File: config.mk
export PLATFORM = sky130hd
export DESIGN_NAME = ciComplex
export DESIGN_NICKNAME = d
export VERILOG_FILES = /design/src/ciPkg.sv /design/src/swapByteIse.sv /design/src/rgb565GrayscaleIse.sv /design/src/profileCi.sv /design/src/ciComplex.sv
export SDC_FILE = /design/constraint.sdc
export NUM_CORES = 1
export LEC_CHECK = 0
export ABC_AREA = 1
export BUFFER_PORTS_ARGS = -buffer_cell sky130_fd_sc_hd__buf_2
export CORE_AREA = 2 2 141 171
export CTS_CLUSTER_DIAMETER = 30
export CTS_CLUSTER_SIZE = 24
export DETAILED_ROUTE_END_ITERATION = 12
export DIE_AREA = 0 0 143 173
export PLACE_DENSITY = 0.77
export SYNTH_ARGS = -nofsm -noshare
export SYNTH_HDL_FRONTEND = slang
export SYNTH_SLANG_ARGS = --single-unit
File: constraint.sdc
create_clock -name systemClock -period 3.1 [get_ports systemClock]
set_input_delay 0.31 -clock systemClock [delete_from_list [all_inputs] [get_ports systemClock]]
set_output_delay 0.31 -clock systemClock [all_outputs]
set_load 0.01 [all_outputs]
File: src/ciPkg.sv
`default_nettype none

package ciPkg;

  localparam int wordWidth    = 32;
  localparam int ciIdWidth    = 8;
  localparam int counterWidth = 32;

  // Custom instruction numbers as seen by the processor
  localparam logic [ciIdWidth-1:0] swapByteId  = 8'd1;
  localparam logic [ciIdWidth-1:0] grayscaleId = 8'd9;
  localparam logic [ciIdWidth-1:0] profileId   = 8'd12;

  // Broadcast to every unit, start is a one cycle strobe
  typedef struct packed {
    logic                 start;
    logic [ciIdWidth-1:0] ciN;
    logic [wordWidth-1:0] dataA;
    logic [wordWidth-1:0] dataB;
  } ciRequest;

  // Result must stay zero outside the done cycle
  typedef struct packed {
    logic                 done;
    logic [wordWidth-1:0] result;
  } ciResponse;

endpackage

`default_nettype wire

File: src/swapByteIse.sv
`default_nettype none

module swapByteIse (
  input  logic             systemClock,
  input  logic             reset,
  input  ciPkg::ciRequest  request,
  output ciPkg::ciResponse response
);

  logic                        select;
  logic [ciPkg::wordWidth-1:0] swapped;

  assign select = request.start && (request.ciN == ciPkg::swapByteId);

  always_comb begin
    if (request.dataB[0]) begin
      // Swap inside each halfword
      swapped = {request.dataA[23:16], request.dataA[31:24],
                 request.dataA[7:0], request.dataA[15:8]};
    end else begin
      swapped = {request.dataA[7:0], request.dataA[15:8],
                 request.dataA[23:16], request.dataA[31:24]};  // Full reversal
    end
  end

  always_ff @(posedge systemClock) begin
    if (reset) begin
      response.done   <= 1'b0;
      response.result <= '0;
    end else begin
      response.done   <= select;
      response.result <= select ? swapped : '0;
    end
  end

  // One cycle latency, never a done on its own
  doneAfterStart : assert property (
    @(posedge systemClock) disable iff (reset)
    response.done |-> $past(request.start && (request.ciN == ciPkg::swapByteId))
  );

endmodule

`default_nettype wire

File: src/rgb565GrayscaleIse.sv
`default_nettype none

module rgb565GrayscaleIse (
  input  logic             systemClock,
  input  logic             reset,
  input  ciPkg::ciRequest  request,
  output ciPkg::ciResponse response
);

  logic        select;
  logic [7:0]  red;
  logic [7:0]  green;
  logic [7:0]  blue;

  logic        validStage1;
  logic [15:0] redProduct;
  logic [15:0] greenProduct;
  logic [15:0] blueProduct;
  logic [15:0] graySum;

  assign select = request.start && (request.ciN == ciPkg::grayscaleId);

  // RGB565 in the low halfword, widened to 8 bits per component
  assign red   = {request.dataA[15:11], 3'b000};
  assign green = {request.dataA[10:5], 2'b00};
  assign blue  = {request.dataA[4:0], 3'b000};

  // Stage 1

  always_ff @(posedge systemClock) begin
    if (reset) begin
      validStage1 <= 1'b0;
    end else begin
      validStage1 <= select;
    end
  end

  always_ff @(posedge systemClock) begin
    redProduct   <= red * 8'd54;
    greenProduct <= green * 8'd183;
    blueProduct  <= blue * 8'd19;
  end

  // Weights add up to 256 so the sum cannot exceed 16 bits
  assign graySum = redProduct + greenProduct + blueProduct;

  // Stage 2

  always_ff @(posedge systemClock) begin
    if (reset) begin
      response.done   <= 1'b0;
      response.result <= '0;
    end else begin
      response.done   <= validStage1;
      response.result <= validStage1 ? {{(ciPkg::wordWidth-8){1'b0}}, graySum[15:8]} : '0;
    end
  end

  // Needed by the OR merge in the top level
  resultZeroWhenIdle : assert property (
    @(posedge systemClock) disable iff (reset)
    !response.done |-> (response.result == '0)
  );

endmodule

`default_nettype wire

File: src/profileCi.sv
`default_nettype none

module profileCi (
  input  logic             systemClock,
  input  logic             reset,
  input  ciPkg::ciRequest  request,
  input  logic             stall,
  input  logic             busIdle,
  output ciPkg::ciResponse response
);

  localparam int numCounters = 3;

  logic                           select;
  logic [numCounters-1:0]         enables;
  logic [numCounters-1:0]         events;
  logic [numCounters-1:0]         clearCounters;
  logic [ciPkg::counterWidth-1:0] counters [numCounters];
  logic [ciPkg::wordWidth-1:0]    readValue;

  assign select = request.start && (request.ciN == ciPkg::profileId);

  // Counter 0 counts every clock cycle
  assign events = {busIdle, stall, 1'b1};

  assign clearCounters = select ? request.dataA[10:8] : '0;

  // Set bits in 2:0 and clear bits in 6:4, clear wins on a conflict
  always_ff @(posedge systemClock) begin
    if (reset) begin
      enables <= '0;
    end else if (select) begin
      enables <= (enables | request.dataA[2:0]) & ~request.dataA[6:4];
    end
  end

  always_ff @(posedge systemClock) begin
    for (int i = 0; i < numCounters; i++) begin
      if (reset || clearCounters[i]) begin
        counters[i] <= '0;
      end else if (enables[i] && events[i]) begin
        counters[i] <= counters[i] + 1'b1;  // Wraps
      end
    end
  end

  // Value as it stands in the start cycle
  always_comb begin
    case (request.dataB[1:0])
      2'd0:    readValue = counters[0];
      2'd1:    readValue = counters[1];
      2'd2:    readValue = counters[2];
      default: readValue = {{(ciPkg::wordWidth-numCounters){1'b0}}, enables};
    endcase
  end

  always_ff @(posedge systemClock) begin
    if (reset) begin
      response.done   <= 1'b0;
      response.result <= '0;
    end else begin
      response.done   <= select;
      response.result <= select ? readValue : '0;
    end
  end

  doneAfterStart : assert property (
    @(posedge systemClock) disable iff (reset)
    response.done |-> $past(request.start && (request.ciN == ciPkg::profileId))
  );

endmodule

`default_nettype wire

File: src/ciComplex.sv
`default_nettype none

module ciComplex (
  input  logic             systemClock,
  input  logic             reset,
  input  ciPkg::ciRequest  request,
  input  logic             stall,
  input  logic             busIdle,
  output ciPkg::ciResponse response
);

  ciPkg::ciResponse swapResponse;
  ciPkg::ciResponse grayResponse;
  ciPkg::ciResponse profileResponse;

  swapByteIse swapByte0 (
    .systemClock(systemClock),
    .reset(reset),
    .request(request),
    .response(swapResponse)
  );

  rgb565GrayscaleIse grayscale0 (
    .systemClock(systemClock),
    .reset(reset),
    .request(request),
    .response(grayResponse)
  );

  profileCi profiler0 (
    .systemClock(systemClock),
    .reset(reset),
    .request(request),
    .stall(stall),
    .busIdle(busIdle),
    .response(profileResponse)
  );

  // Idle units drive zero so a plain OR merges them
  assign response.done   = swapResponse.done | grayResponse.done | profileResponse.done;
  assign response.result = swapResponse.result | grayResponse.result
                           | profileResponse.result;

endmodule

`default_nettype wire

==> results of run 1 <==
-- worst max-delay path by stage --
stage | from | to | slack (ns) | depth (start not counted)
2_1_floorplan | request[40] | grayscale0.greenProduct[11] | 0.18 | 10
3_3_place_gp | request[40] | grayscale0.greenProduct[14] | -0.06 | 13
3_5_place_dp | request[40] | grayscale0.greenProduct[11] | -0.09 | 11
4_1_cts | request[40] | grayscale0.greenProduct[11] | 0.46 | 11
5_1_grt | request[40] | grayscale0.greenProduct[13] | 0.24 | 12
6_report | request[40] | grayscale0.greenProduct[11] | 0.41 | 11
-- cell families (layout without fill, tap and decap cells) --
group,count (synthesis),count (layout)
xor gates and xnor gates,37,37
other,0,1
adders and majority gates,100,100
DFF,208,208
buffers and inverters,225,381
AOI/OAI and AO/OA,225,225
and+or+nand+nor,785,785
-- synthesized netlist by cell type, types with 30 or more instances --
master                       n
sky130_fd_sc_hd__a21oi_1   154
sky130_fd_sc_hd__dfxtp_1   112
sky130_fd_sc_hd__edfxtp_1   96
sky130_fd_sc_hd__ha_1       74
sky130_fd_sc_hd__inv_1     180
sky130_fd_sc_hd__nand2_1   379
sky130_fd_sc_hd__nand3_1    75
sky130_fd_sc_hd__nor2_1    178
sky130_fd_sc_hd__nor3_1     40
sky130_fd_sc_hd__o22ai_1    30
sky130_fd_sc_hd__xor2_1     33
-- power groups by stage --
stage          Clock [mW]  Combinational, mW  Sequential (mW)
6_report             4.72               2.49             3.25
5_1_grt              4.89               2.84             3.26
4_1_cts              4.76               2.48             3.25
3_5_place_dp            0               2.45             3.30
3_3_place_gp            0               2.42             3.30
2_1_floorplan           0               1.81             3.21
-- worst max-delay path, cell delays in order --
cell	delay (ns)
sky130_fd_sc_hd__buf_2	0.13
sky130_fd_sc_hd__fa_1	0.43
sky130_fd_sc_hd__fa_1	0.50
sky130_fd_sc_hd__inv_1	0.05
sky130_fd_sc_hd__fa_1	0.50
sky130_fd_sc_hd__inv_1	0.04
sky130_fd_sc_hd__ha_1	0.34
sky130_fd_sc_hd__a21oi_1	0.26
sky130_fd_sc_hd__o21ai_0	0.21
sky130_fd_sc_hd__a21oi_1	0.22
sky130_fd_sc_hd__xor2_1	0.15
-- metal layers --
layer / vias to the layer above / wire (um) / global-route usage, %
met5: - / 0 / 0
met4: 0 / 2070 / 15.6
met3: 122 / 2770 / 5.07
met2: 505 / 17600 / 50.2
met1: 5175 / 14100 / 35.5
li1: 5457 / - / -
-- cells in the final DEF (no fill, tap or decap), types with 44 or more instances in the layout --
| cell | count |
|---|---|
| sky130_fd_sc_hd__a21oi_1 | 154 |
| sky130_fd_sc_hd__buf_2 | 79 |
| sky130_fd_sc_hd__clkbuf_16 | 44 |
| sky130_fd_sc_hd__dfxtp_1 | 112 |
| sky130_fd_sc_hd__edfxtp_1 | 96 |
| sky130_fd_sc_hd__ha_1 | 74 |
| sky130_fd_sc_hd__inv_1 | 180 |
| sky130_fd_sc_hd__nand2_1 | 379 |
| sky130_fd_sc_hd__nand3_1 | 75 |
| sky130_fd_sc_hd__nor2_1 | 177 |
-- sequential cells by signal, summed over array words and instances, names as in the netlist --
name,flops
grayscale0.response,9
grayscale0.validStage1,1
profiler0.response,33
profiler0.enables,3
grayscale0.redProduct,10
grayscale0.blueProduct,10
swapByte0.response,33
profiler0.counters,96
grayscale0.greenProduct,13
-- timing repair --
item                                    in CTS  in global routing
hold endpoints to repair                     2                  0
hold buffers                                 2                  0
endpoints found under the setup margin       0                  0
-- final cells by class --
| cell class | instances | area share (%) |
|---|---|---|
| sequential | 208 | 34.4 |
| antenna | 1 | 0.0168 |
| clock inverter | 30 | 2.33 |
| multi-input combinational | 1147 | 43.9 |
| timing repair buffer | 108 | 4.15 |
| clock buffer | 50 | 7.68 |
| inverter | 193 | 4.87 |
| tap | 315 | 2.65 |
==> flow_summary.rst, run 1 <==
.. list-table::
   :header-rows: 1

   * - Metric
     - Value
   * - Status
     - completed
   * - Fin area
     - 14,900 um2
   * - Horiz. Die Dim
     - 143 um
   * - Half-perimeter wire length after detailed placement
     - 27,800 um
   * - Reg-to-Reg End
     - grayscale0.response[5]
   * - Global-route wire length before repair
     - 57,100 um
   * - DR vias/cell
     - 5.49
   * - Synth-to-Final Area Change
     - 18.8%
   * - Number of global-route vias before repair
     - 10,900
   * - Layout cell share with drive strength beyond 1
     - 16.0%
   * - Data arrival at the endpoint of the critical path
     - 3.15 ns
   * - Total GRT Usage
     - 29.6%
   * - Worst clock skew on the final layout
     - 0.0144 ns
   * - Leakage power
     - 6.40 nW
   * - Number of design-rule violations left by the first detailed-router iteration
     - 958
   * - Fraction of the core area covered by cells at the end of the flow
     - 64.8%
   * - Depth of the CTS H-tree
     - 2
   * - Worst-path clk slew
     - 0.06 ns
   * - Post-route ant nets
     - 0
   * - Cell type with the largest total area after synthesis
     - sky130_fd_sc_hd__edfxtp_1
   * - Largest fanout of any net on the critical path
     - 4
   * - Data required time of the critical path
     - 3.56 ns
   * - Cell count after placement
     - 1,969
   * - Area of the multi-input gates
     - 6540 um2
   * - Dominant cells by area after synthesis
     - sky130_fd_sc_hd__edfxtp_1, sky130_fd_sc_hd__dfxtp_1, sky130_fd_sc_hd__nand2_1
   * - R2R Path Start
     - grayscale0.greenProduct[8]
   * - Clock power share
     - 45.1%
   * - Cells on worst reg2reg path
     - 9
   * - Period minus WS final
     - 2.69 ns
   * - Slew at the pin closest to its max-slew limit
     - 0.989 ns
   * - Post-route non-filler standard cell count
     - 2,052
   * - Full die area
     - 24,700 um2
   * - Sum of routed wire length over all layers
     - 36,600 um
   * - Count of flip-flops with a built-in enable after synthesis
     - 96
   * - Filler Cell Count
     - 1,893
   * - Element type at the critical path end
     - register
   * - Multiplexer share of the synthesized area
     - 0%
   * - Routability congestion estimate from global placement
     - 1.01
   * - Worst slew margin relative to its limit
     - 33.9%
   * - Maximum ir drop on the vdd rail
     - 0.000429 V
   * - Switching power
     - 3.32 mW
   * - Internal Dissipation
     - 7.13 mW
   * - Register bit count reported by yosys
     - 208
   * - Pre-CTS setup slack
     - -0.0870 ns
   * - Max-slew violation count
     - 0
   * - Clock tree from TritonCTS
     - built
   * - Terminating pin of the worst hold path
     - grayscale0.redProduct[4]
   * - CTS root buffer
     - sky130_fd_sc_hd__clkbuf_16
   * - Area taken by flip-flops and latches
     - 5120 um2
   * - Synthesized-area fraction occupied by ao, oa, aoi and oai cells
     - 9.63%
   * - Setup slack after layout
     - 0.407 ns
   * - Vertical extent of the die
     - 173 um
   * - Final setup violation count
     - 0
   * - Hold Crit Class
     - in -> reg
   * - Yosys Warn Count
     - 0
   * - # resized after CTS
     - 0
   * - Overall overflow remaining after global route
     - 0
   * - Post-synthesis sequential area ratio
     - 40.9%
   * - Simple logic cell fraction of the synthesized area
     - 28.4%
   * - Via total after detailed routing
     - 11,300
   * - Row Count
     - 61
   * - Post-synthesis adder-cell area fraction
     - 11.5%
   * - Pre-Repair DR Iteration Count
     - 8
   * - Final Hold Vio Count
     - 0
   * - Sequential share of power
     - 31.0%
   * - Effective utilization at floorplan
     - 54.6%
   * - Top-area cell type share of the netlist area
     - 23.0%
   * - Max Clock Freq
     - 371 MHz
   * - Maximum number of pins on one net before global-route repair
     - 36
   * - Total number of nets in the final design
     - 1,878
   * - Avg WL per Cell
     - 17.8 um
   * - Buffers inserted by post-CTS timing repair
     - 0
   * - Mean post-synth cell area
     - 7.93 um2
   * - Number of cells on the worst hold path
     - 1
   * - Yosys cell types
     - 44
   * - Total power per unit cell area
     - 702 nW/um2
   * - Total Negative Setup Slacks
     - 0 ns
   * - Sw Ratio
     - 31.8%
   * - Period utilisation layout
     - 86.9%
   * - Number of nets produced by synthesis
     - 1,757
   * - Placed Area
     - 13,400 um2
   * - Total I/O pin count
     - 110
   * - Setup repair after global routing missed its margin
     - no
   * - Worst hold slack
     - 0.0249 ns
   * - Clock Sinks
     - 208
   * - Mapped Cells
     - 1,580
   * - Number of max-cap violations
     - 0
   * - Synth Flop Type
     - sky130_fd_sc_hd__dfxtp_1
   * - Power share of the combinational group
     - 23.9%
   * - Category of the most critical setup path
     - in -> reg
   * - Parity-gate share of the synthesized area counting xor and xnor cells
     - 2.59%
   * - Syn Std Cell Area
     - 12,500 um2
   * - Startpoint of the tightest hold check path
     - request[43]
   * - Clock latency reported for the late side of the worst-skew pair
     - 0.53 ns
   * - Design Power
     - 10.5 mW
   * - Worst setup slack for register-to-register paths
     - 0.91 ns
   * - Number of CTS-inserted buffers
     - 43
   * - Proportion of register bits with asynchronous set or reset after synthesis
     - 0%
   * - Core ar.
     - 23,000 um2
   * - Antenna violations before repair
     - 1
   * - Bufs on Longest Clock Path
     - 3
   * - Combinational family with the most area after synthesis
     - simple AND/OR/NAND/NOR gates
   * - Number of remaining DRC errors
     - 0
   * - # port buffers
     - 79
   * - Startpoint kind of the worst setup timing path
     - input port
(Power assumes the default switching activity.)
==> inputs of run 2 (changes only) <==
- CORE_AREA: 2 2 141 171 -> 2 2 143 173
- DIE_AREA: 0 0 143 173 -> 0 0 145 175
- SYNTH_HIERARCHICAL: unset -> 1
==> run 2 against run 1 <==
Against the previous run: setup slack better by 0.073 ns; synthesized cell count grew 7.6%; design area rose by 1.2%; count of clock-buffer cells in the layout up 4; critical path type unchanged; critical endpoint is now grayscale0/greenProduct[14]; critical path depth grew 2; maximum frequency is 2.8% higher; combinational power is 5% higher.
==> flow_summary.rst, run 2 <==
.. list-table::
   :header-rows: 1

   * - Metric
     - Value
   * - Total I/O pin count
     - 110
   * - Maximum ir drop on the vdd rail
     - 0.000444 V
   * - Via total after detailed routing
     - 11,200
   * - Data required time of the critical path
     - 3.51 ns
   * - Number of CTS-inserted buffers
     - 43
   * - Yosys Warn Count
     - 6
   * - Total GRT Usage
     - 27.7%
   * - Parity-gate share of the synthesized area counting xor and xnor cells
     - 3.06%
   * - Effective utilization at floorplan
     - 54.4%
   * - Dominant cells by area after synthesis
     - sky130_fd_sc_hd__edfxtp_1, sky130_fd_sc_hd__dfxtp_1, sky130_fd_sc_hd__nand2_1
   * - Post-route ant nets
     - 0
   * - Half-perimeter wire length after detailed placement
     - 25,900 um
   * - Avg WL per Cell
     - 16.1 um
   * - Total of hold buffers inserted after clock tree synthesis
     - 1
   * - Antenna violations before repair
     - 0
   * - # port buffers
     - 79
   * - Post-synthesis adder-cell area fraction
     - 11.2%
   * - Post-synthesis sequential area ratio
     - 39.8%
   * - Clock Sinks
     - 208
   * - Number of antenna repair diodes
     - 0
   * - Sum of routed wire length over all layers
     - 34,800 um
   * - Simple logic cell fraction of the synthesized area
     - 27.9%
   * - Vertical extent of the die
     - 175 um
   * - Total number of nets in the final design
     - 1,991
   * - DR vias/cell
     - 5.17
   * - Fraction of the core area covered by cells at the end of the flow
     - 63.7%
   * - Synthesized-area fraction occupied by ao, oa, aoi and oai cells
     - 8.46%
   * - Routability congestion estimate from global placement
     - 0.952
   * - Clock latency reported for the late side of the worst-skew pair
     - 0.53 ns
   * - Wire length the detailed router placed on met1
     - 14,000 um
   * - Element type at the critical path end
     - register
   * - Most common cell after layout, fill and taps aside
     - sky130_fd_sc_hd__nand2_1
   * - Synth-to-Final Area Change
     - 17.0%
   * - Leading cell types by count after synthesis
     - sky130_fd_sc_hd__nand2_1, sky130_fd_sc_hd__nor2_1, sky130_fd_sc_hd__inv_1
   * - Number of global-route vias before repair
     - 11,000
   * - Core ar.
     - 23,700 um2
   * - Largest fanout of any net on the critical path
     - 3
   * - Global-route wire length before repair
     - 56,200 um
   * - Pre-Repair DR Iteration Count
     - 6
   * - Final Hold Vio Count
     - 0
   * - Maximum number of pins on one net before global-route repair
     - 40
   * - Category of the most critical setup path
     - in -> reg
   * - Post-route non-filler standard cell count
     - 2,169
   * - Number of design-rule violations left by the first detailed-router iteration
     - 1,001
   * - Depth of the CTS H-tree
     - 2
   * - Top Registers
     - profiler0/counters (96), profiler0/response (33), swapByte0/response (33)
   * - Clock tree from TritonCTS
     - built
   * - Max Clock Freq
     - 382 MHz
   * - Period minus WS final
     - 2.62 ns
   * - Mean post-synth cell area
     - 7.58 um2
   * - Register bit count reported by yosys
     - 208
   * - Setup slack after layout
     - 0.481 ns
   * - Register with the most flip-flops
     - profiler0/counters
   * - Overall overflow remaining after global route
     - 0
   * - Leakage power
     - 6.69 nW
   * - Worst clock skew on the final layout
     - 0.0201 ns
   * - Top-area cell type share of the netlist area
     - 22.4%
   * - Hold Crit Class
     - in -> reg
   * - Detailed route wirelength on metal2
     - 17,200 um
   * - Startpoint kind of the worst setup timing path
     - input port
   * - Cell count after placement
     - 2,088
   * - Slew at the pin closest to its max-slew limit
     - 0.922 ns
   * - Horiz. Die Dim
     - 145 um
   * - Status
     - completed
   * - Design Power
     - 10.6 mW
   * - Layout cell share with drive strength beyond 1
     - 11.9%
   * - Count of flip-flops with a built-in enable after synthesis
     - 96
   * - Data arrival at the endpoint of the critical path
     - 3.03 ns
   * - # resized after CTS
     - 0
   * - Worst slew margin relative to its limit
     - 38.4%
   * - Yosys cell types
     - 42
   * - Number of max-cap violations
     - 0
   * - Final setup violation count
     - 0
   * - Period utilisation layout
     - 84.5%
   * - Row Count
     - 62
   * - Multiplexer share of the synthesized area
     - 0%
   * - Bufs on Longest Clock Path
     - 3
   * - Syn Std Cell Area
     - 12,900 um2
   * - Most frequently used cell type in the post-synthesis netlist
     - sky130_fd_sc_hd__nand2_1
   * - Number of remaining DRC errors
     - 0
   * - Full die area
     - 25,400 um2
   * - Setup repair after global routing missed its margin
     - no
   * - Mapped Cells
     - 1,700
   * - Combinational family with the most area after synthesis
     - simple AND/OR/NAND/NOR gates
   * - Met3 wirelength from detailed routing
     - 2060 um
   * - Proportion of register bits with asynchronous set or reset after synthesis
     - 0%
   * - Commonest cells after routing, fill and taps aside
     - sky130_fd_sc_hd__nand2_1, sky130_fd_sc_hd__nor2_1, sky130_fd_sc_hd__inv_1, sky130_fd_sc_hd__dfxtp_1, sky130_fd_sc_hd__edfxtp_1
   * - Total power per unit cell area
     - 703 nW/um2
   * - Max-slew violation count
     - 0
   * - Buffers inserted by post-CTS timing repair
     - 0
   * - Cell type with the largest total area after synthesis
     - sky130_fd_sc_hd__edfxtp_1
   * - CTS root buffer
     - sky130_fd_sc_hd__clkbuf_16
   * - Worst-path clk slew
     - 0.05 ns
   * - Pre-CTS setup slack
     - -0.0591 ns
   * - Synth Flop Type
     - sky130_fd_sc_hd__dfxtp_1
   * - Highest signal layer in the routed design
     - met4
   * - Flip-flop count of the largest register after layout
     - 96
[run 2: cell type report]
class                           count  area, um2
Fill cell                        1986       8590
Multi-Input combinational cell   1233       6620
Sequential cell                   208       5120
Clock buffer                       54       1210
Inverter                          227        852
Timing Repair Buffer              101        563
Tap cell                          320        400
Clock inverter                     26        304
[run 2: routing by layer]
| metal | track usage [%] | vias up |
|---|---|---|
| met1 | 33.2 | 5133 |
| met2 | 49.7 | 390 |
| met5 | 0 | - |
| met3 | 4.02 | 92 |
| met4 | 11.9 | 0 |
| li1 | - | 5600 |
[run 2: worst paths after layout]
check / startpoint / to / slack, ns / cells after the start
max reg2reg: grayscale0/greenProduct[10] / grayscale0/response[7] / 0.90 / 9
min: request[43] / grayscale0/redProduct[4] / 0.03 / 1
min reg2reg: profiler0/enables[1] / profiler0/enables[1] / 0.52 / 2
max: request[40] / grayscale0/greenProduct[14] / 0.48 / 13
[run 2: cells by family (layout without fill, tap and decap cells)]
group,count (synthesis),count (layout)
XOR/XNOR,45,45
flip-flops,208,208
adder cells (fa/ha/maj),100,100
AO/OA/AOI/OAI,184,184
buffers and inverters,282,408
AND/OR/NAND/NOR,880,880
other,1,24
[run 2: report_power, final]
group	total [mW]	internal [mW]	leakage [nW]	switching [mW]
Combinational	2.61	0.988	4.05	1.62
Clock	4.75	3.20	0.735	1.55
Sequential	3.24	3.07	1.90	0.172
Total	10.6	7.25	6.69	3.34
[run 2: through the flow]
step | TNS [ns] | hold WS [ns] | area [um2]
finish | 0 | 0.0285 | 15100
global placement | -0.130 | 0.498 | 13500
CTS | 0 | 0.0171 | 15100
floorplan | 0 | 0.338 | 13000
detailed placement | -0.136 | 0.516 | 13500
global route | 0 | 0.00673 | 15100
[run 2: worst max-delay path: stages]
cell and delay [ns]:
sky130_fd_sc_hd__buf_2 0.12, sky130_fd_sc_hd__fa_1 0.53, sky130_fd_sc_hd__inv_1 0.05, sky130_fd_sc_hd__fa_1 0.48
sky130_fd_sc_hd__fa_1 0.51, sky130_fd_sc_hd__inv_1 0.04, sky130_fd_sc_hd__ha_1 0.32, sky130_fd_sc_hd__a21oi_1 0.21
sky130_fd_sc_hd__nor2_1 0.08, sky130_fd_sc_hd__o21ai_1 0.16, sky130_fd_sc_hd__nand3_1 0.10, sky130_fd_sc_hd__nand2_1 0.07
sky130_fd_sc_hd__nand2_1 0.05
==> inputs of run 3 (changes only) <==
- ABC_AREA: 1 -> 0
- CORE_AREA: 2 2 143 173 -> 2 2 139 168
- DIE_AREA: 0 0 145 175 -> 0 0 141 170
- clock period: 3.1 -> 2.3 ns (I/O delays scaled with it)
==> run 3 against run 2 <==
Against the previous run: the run now ends with negative setup slack left; design area down 0.10%; register-to-register slack worse by 0.91 ns; non-clock buffer count up 89; largest cell class unchanged.
==> flow_summary.rst, run 3 <==
.. list-table::
   :header-rows: 1

   * - Metric
     - Value
   * - Overall overflow remaining after global route
     - 0
   * - Cell with the largest stage delay on the worst path
     - sky130_fd_sc_hd__fa_1
   * - Via total after detailed routing
     - 10,000
   * - Yosys Warn Count
     - 6
   * - Bufs on Longest Clock Path
     - 3
   * - Total GRT Usage
     - 26.6%
   * - Number of CTS-inserted buffers
     - 40
   * - Number of global-route vias before repair
     - 9,857
   * - Synth-to-Final Area Change
     - 23.8%
   * - Half-perimeter wire length after detailed placement
     - 22,600 um
   * - Worst-path clk slew
     - 0.06 ns
   * - Category of the most critical setup path
     - in -> reg
   * - Core ar.
     - 22,300 um2
   * - # port buffers
     - 79
   * - Max-slew violation count
     - 0
   * - Data required time of the critical path
     - 2.77 ns
   * - Worst clock skew on the final layout
     - 0.0301 ns
   * - Layout cell share with drive strength beyond 1
     - 24.6%
   * - Setup slack after layout
     - -0.497 ns
   * - Final Hold Vio Count
     - 0
   * - Synth Flop Type
     - sky130_fd_sc_hd__dfxtp_1
   * - Maximum cell stage delay along the critical path
     - 0.52 ns
   * - Slew at the pin closest to its max-slew limit
     - 0.528 ns
   * - Antenna violations before repair
     - 0
   * - Final setup violation count
     - 11
   * - Pre-Repair DR Iteration Count
     - 5
   * - Depth of the CTS H-tree
     - 2
   * - Maximum ir drop on the vdd rail
     - 0.000584 V
   * - Design Power
     - 14.5 mW
   * - CP most frequent cell
     - sky130_fd_sc_hd__fa_1
   * - Total I/O pin count
     - 110
   * - Clock Sinks
     - 208
   * - Horiz. Die Dim
     - 141 um
   * - Period minus WS final
     - 2.80 ns
   * - Number of design-rule violations left by the first detailed-router iteration
     - 820
   * - Mapped Cells
     - 1,189
   * - Vertical extent of the die
     - 170 um
   * - Clock latency reported for the late side of the worst-skew pair
     - 0.54 ns
   * - Total power per unit cell area
     - 961 nW/um2
   * - Leading cell types by count after synthesis
     - sky130_fd_sc_hd__nor2_1, sky130_fd_sc_hd__dfxtp_1, sky130_fd_sc_hd__edfxtp_1
   * - Failing checks
     - negative setup slack
   * - Flip-flop count of the largest register after layout
     - 96
   * - Routability congestion estimate from global placement
     - 0.929
   * - Dominant cells by area after synthesis
     - sky130_fd_sc_hd__edfxtp_1, sky130_fd_sc_hd__dfxtp_1, sky130_fd_sc_hd__ha_1
   * - Cell type with the largest total area after synthesis
     - sky130_fd_sc_hd__edfxtp_1
   * - Total number of nets in the final design
     - 1,535
   * - Top Registers
     - profiler0/counters (96), profiler0/response (33), swapByte0/response (33)
   * - Largest fanout of any net on the critical path
     - 4
   * - Proportion of register bits with asynchronous set or reset after synthesis
     - 0%
   * - Maximum number of pins on one net before global-route repair
     - 38
   * - Worst slew margin relative to its limit
     - 64.8%
   * - Most frequently used cell type in the post-synthesis netlist
     - sky130_fd_sc_hd__nor2_1
   * - CTS root buffer
     - sky130_fd_sc_hd__clkbuf_16
   * - Setup repair after global routing missed its margin
     - yes
   * - Mean post-synth cell area
     - 10.2 um2
   * - Register bit count reported by yosys
     - 208
   * - Syn Std Cell Area
     - 12,200 um2
   * - Register with the most flip-flops
     - profiler0/counters
   * - Full die area
     - 24,000 um2
   * - Leakage power
     - 6.08 nW
   * - Row Count
     - 60
   * - Number of remaining DRC errors
     - 0
   * - Data arrival at the endpoint of the critical path
     - 3.26 ns
   * - Post-route non-filler standard cell count
     - 1,668
   * - Cell count after placement
     - 1,585
   * - Sum of routed wire length over all layers
     - 33,700 um
   * - Global-route wire length before repair
     - 50,500 um
   * - Effective utilization at floorplan
     - 54.5%
   * - Commonest cells after routing, fill and taps aside
     - sky130_fd_sc_hd__nor2_1, sky130_fd_sc_hd__dfxtp_1, sky130_fd_sc_hd__buf_4, sky130_fd_sc_hd__edfxtp_1, sky130_fd_sc_hd__a21oi_1
   * - Critical Path, Cell by Cell
     - buf_4 > fa_1 > inv_1 > fa_1 > fa_1 > inv_2 > ha_4 > buf_4 > buf_6 > a21oi_4 > o21ai_2 > a41o_1 > a21oi_2 > xnor2_1
   * - DR vias/cell
     - 6.01
   * - Max Clock Freq
     - 358 MHz
   * - Post-route ant nets
     - 0
   * - Number of max-cap violations
     - 0
   * - Startpoint kind of the worst setup timing path
     - input port
   * - Avg WL per Cell
     - 20.2 um
   * - Most common cell after layout, fill and taps aside
     - sky130_fd_sc_hd__nor2_1
   * - Hold Crit Class
     - in -> reg
   * - Element type at the critical path end
     - register
   * - Count of flip-flops with a built-in enable after synthesis
     - 96
   * - Status
     - finished, violations left
   * - Clock tree from TritonCTS
     - built
   * - Post-synthesis sequential area ratio
     - 42.1%
   * - Top-area cell type share of the netlist area
     - 23.7%
   * - Number of antenna repair diodes
     - 0
   * - Yosys cell types
     - 62
   * - Period utilisation layout
     - 122%
[run 3: cell count changes after synthesis, sizes merged, moves of 28 or more]
cell,delta
nor4,+41
xnor2,+28
or4,+37
clkbuf,+36
mux2i,+62
nand3,-39
or3,+56
o22ai,-28
a21boi,-34
o31ai,+28
nor2,-209
nand2,-408
inv,-154
[run 3: through the flow]
| stage | cell area [um2] | TNS, ns | setup WS (ns) | hold slack [ns] | utilization [%] |
|---|---|---|---|---|---|
| 2_1_floorplan | 12400 | -3.24 | -0.653 | 0.258 | - |
| 3_3_place_gp | 13500 | -6.37 | -0.843 | 0.435 | 60.5 |
| 3_5_place_dp | 13500 | -7.16 | -0.935 | 0.434 | 60.5 |
| 4_1_cts | 14900 | -1.23 | -0.291 | 0.00399 | 67.0 |
| 5_1_grt | 15100 | -3.54 | -0.522 | 0.0280 | 67.5 |
| 6_report | 15100 | -2.80 | -0.497 | 0.0182 | 67.5 |
[run 3: area by class of cell]
cell class                 instances  area (um2)
clock buffer                      53        1110
tap                              279         349
inverter                          71         267
fill                            1558        7240
timing repair buffer             190        1380
clock inverter                    20         205
multi-input combinational        847        6620
sequential                       208        5130
[run 3: cell families (layout without fill, tap and decap cells)]
logic type	Yosys count	count (layout)	share of synthesized area, %
and+or+nand+nor	407	407	19.7
DFF	208	208	42.1
AOI/OAI and AO/OA	185	185	9.52
buffers and inverters	157	334	6.34
adders and majority gates	100	100	11.9
xor gates and xnor gates	66	66	4.75
muxes	65	65	5.66
other	1	24	0.0308
[run 3: worst paths after layout]
check	from	end	slack (ns)	depth (start not counted)
hold reg to reg	grayscale0/greenProduct[15]	grayscale0/response[7]	0.53	2
hold / removal	request[37]	grayscale0/greenProduct[3]	0.02	2
setup reg to reg	grayscale0/redProduct[6]	grayscale0/response[2]	-0.01	9
setup / recovery	request[41]	grayscale0/greenProduct[14]	-0.50	14
[run 3: what timing repair did]
action	4_1_cts	5_1_grt
setup endpoints to repair	9	18
pin swaps	10	15
buffers inserted	3	3
hold buffers	4	0
resized for setup	17	19
endpoints found under the hold margin	3	0
[run 3: metal layers]
| metal | vias up | global-route usage, % | share of wire, % |
|---|---|---|---|
| li1 | 4641 | - | - |
| met1 | 4887 | 30.8 | 38 |
| met2 | 384 | 47.3 | 51 |
| met3 | 116 | 4.36 | 5.7 |
| met4 | 0 | 13.8 | 5.1 |
| met5 | - | 0 | 0 |
[run 3: where the power goes]
group	switching [mW]	internal, mW	total, mW
registers	0.257	4.14	4.39
logic	2.31	2.13	4.45
clock network	2.05	3.57	5.63
[run 3: critical path: cells and delay by family]
kind                       cells  cell delay, ns
adders and majority gates      4            1.70
AOI/OAI and AO/OA              4            0.71
buffers and inverters          5            0.49
xor gates and xnor gates       1            0.13
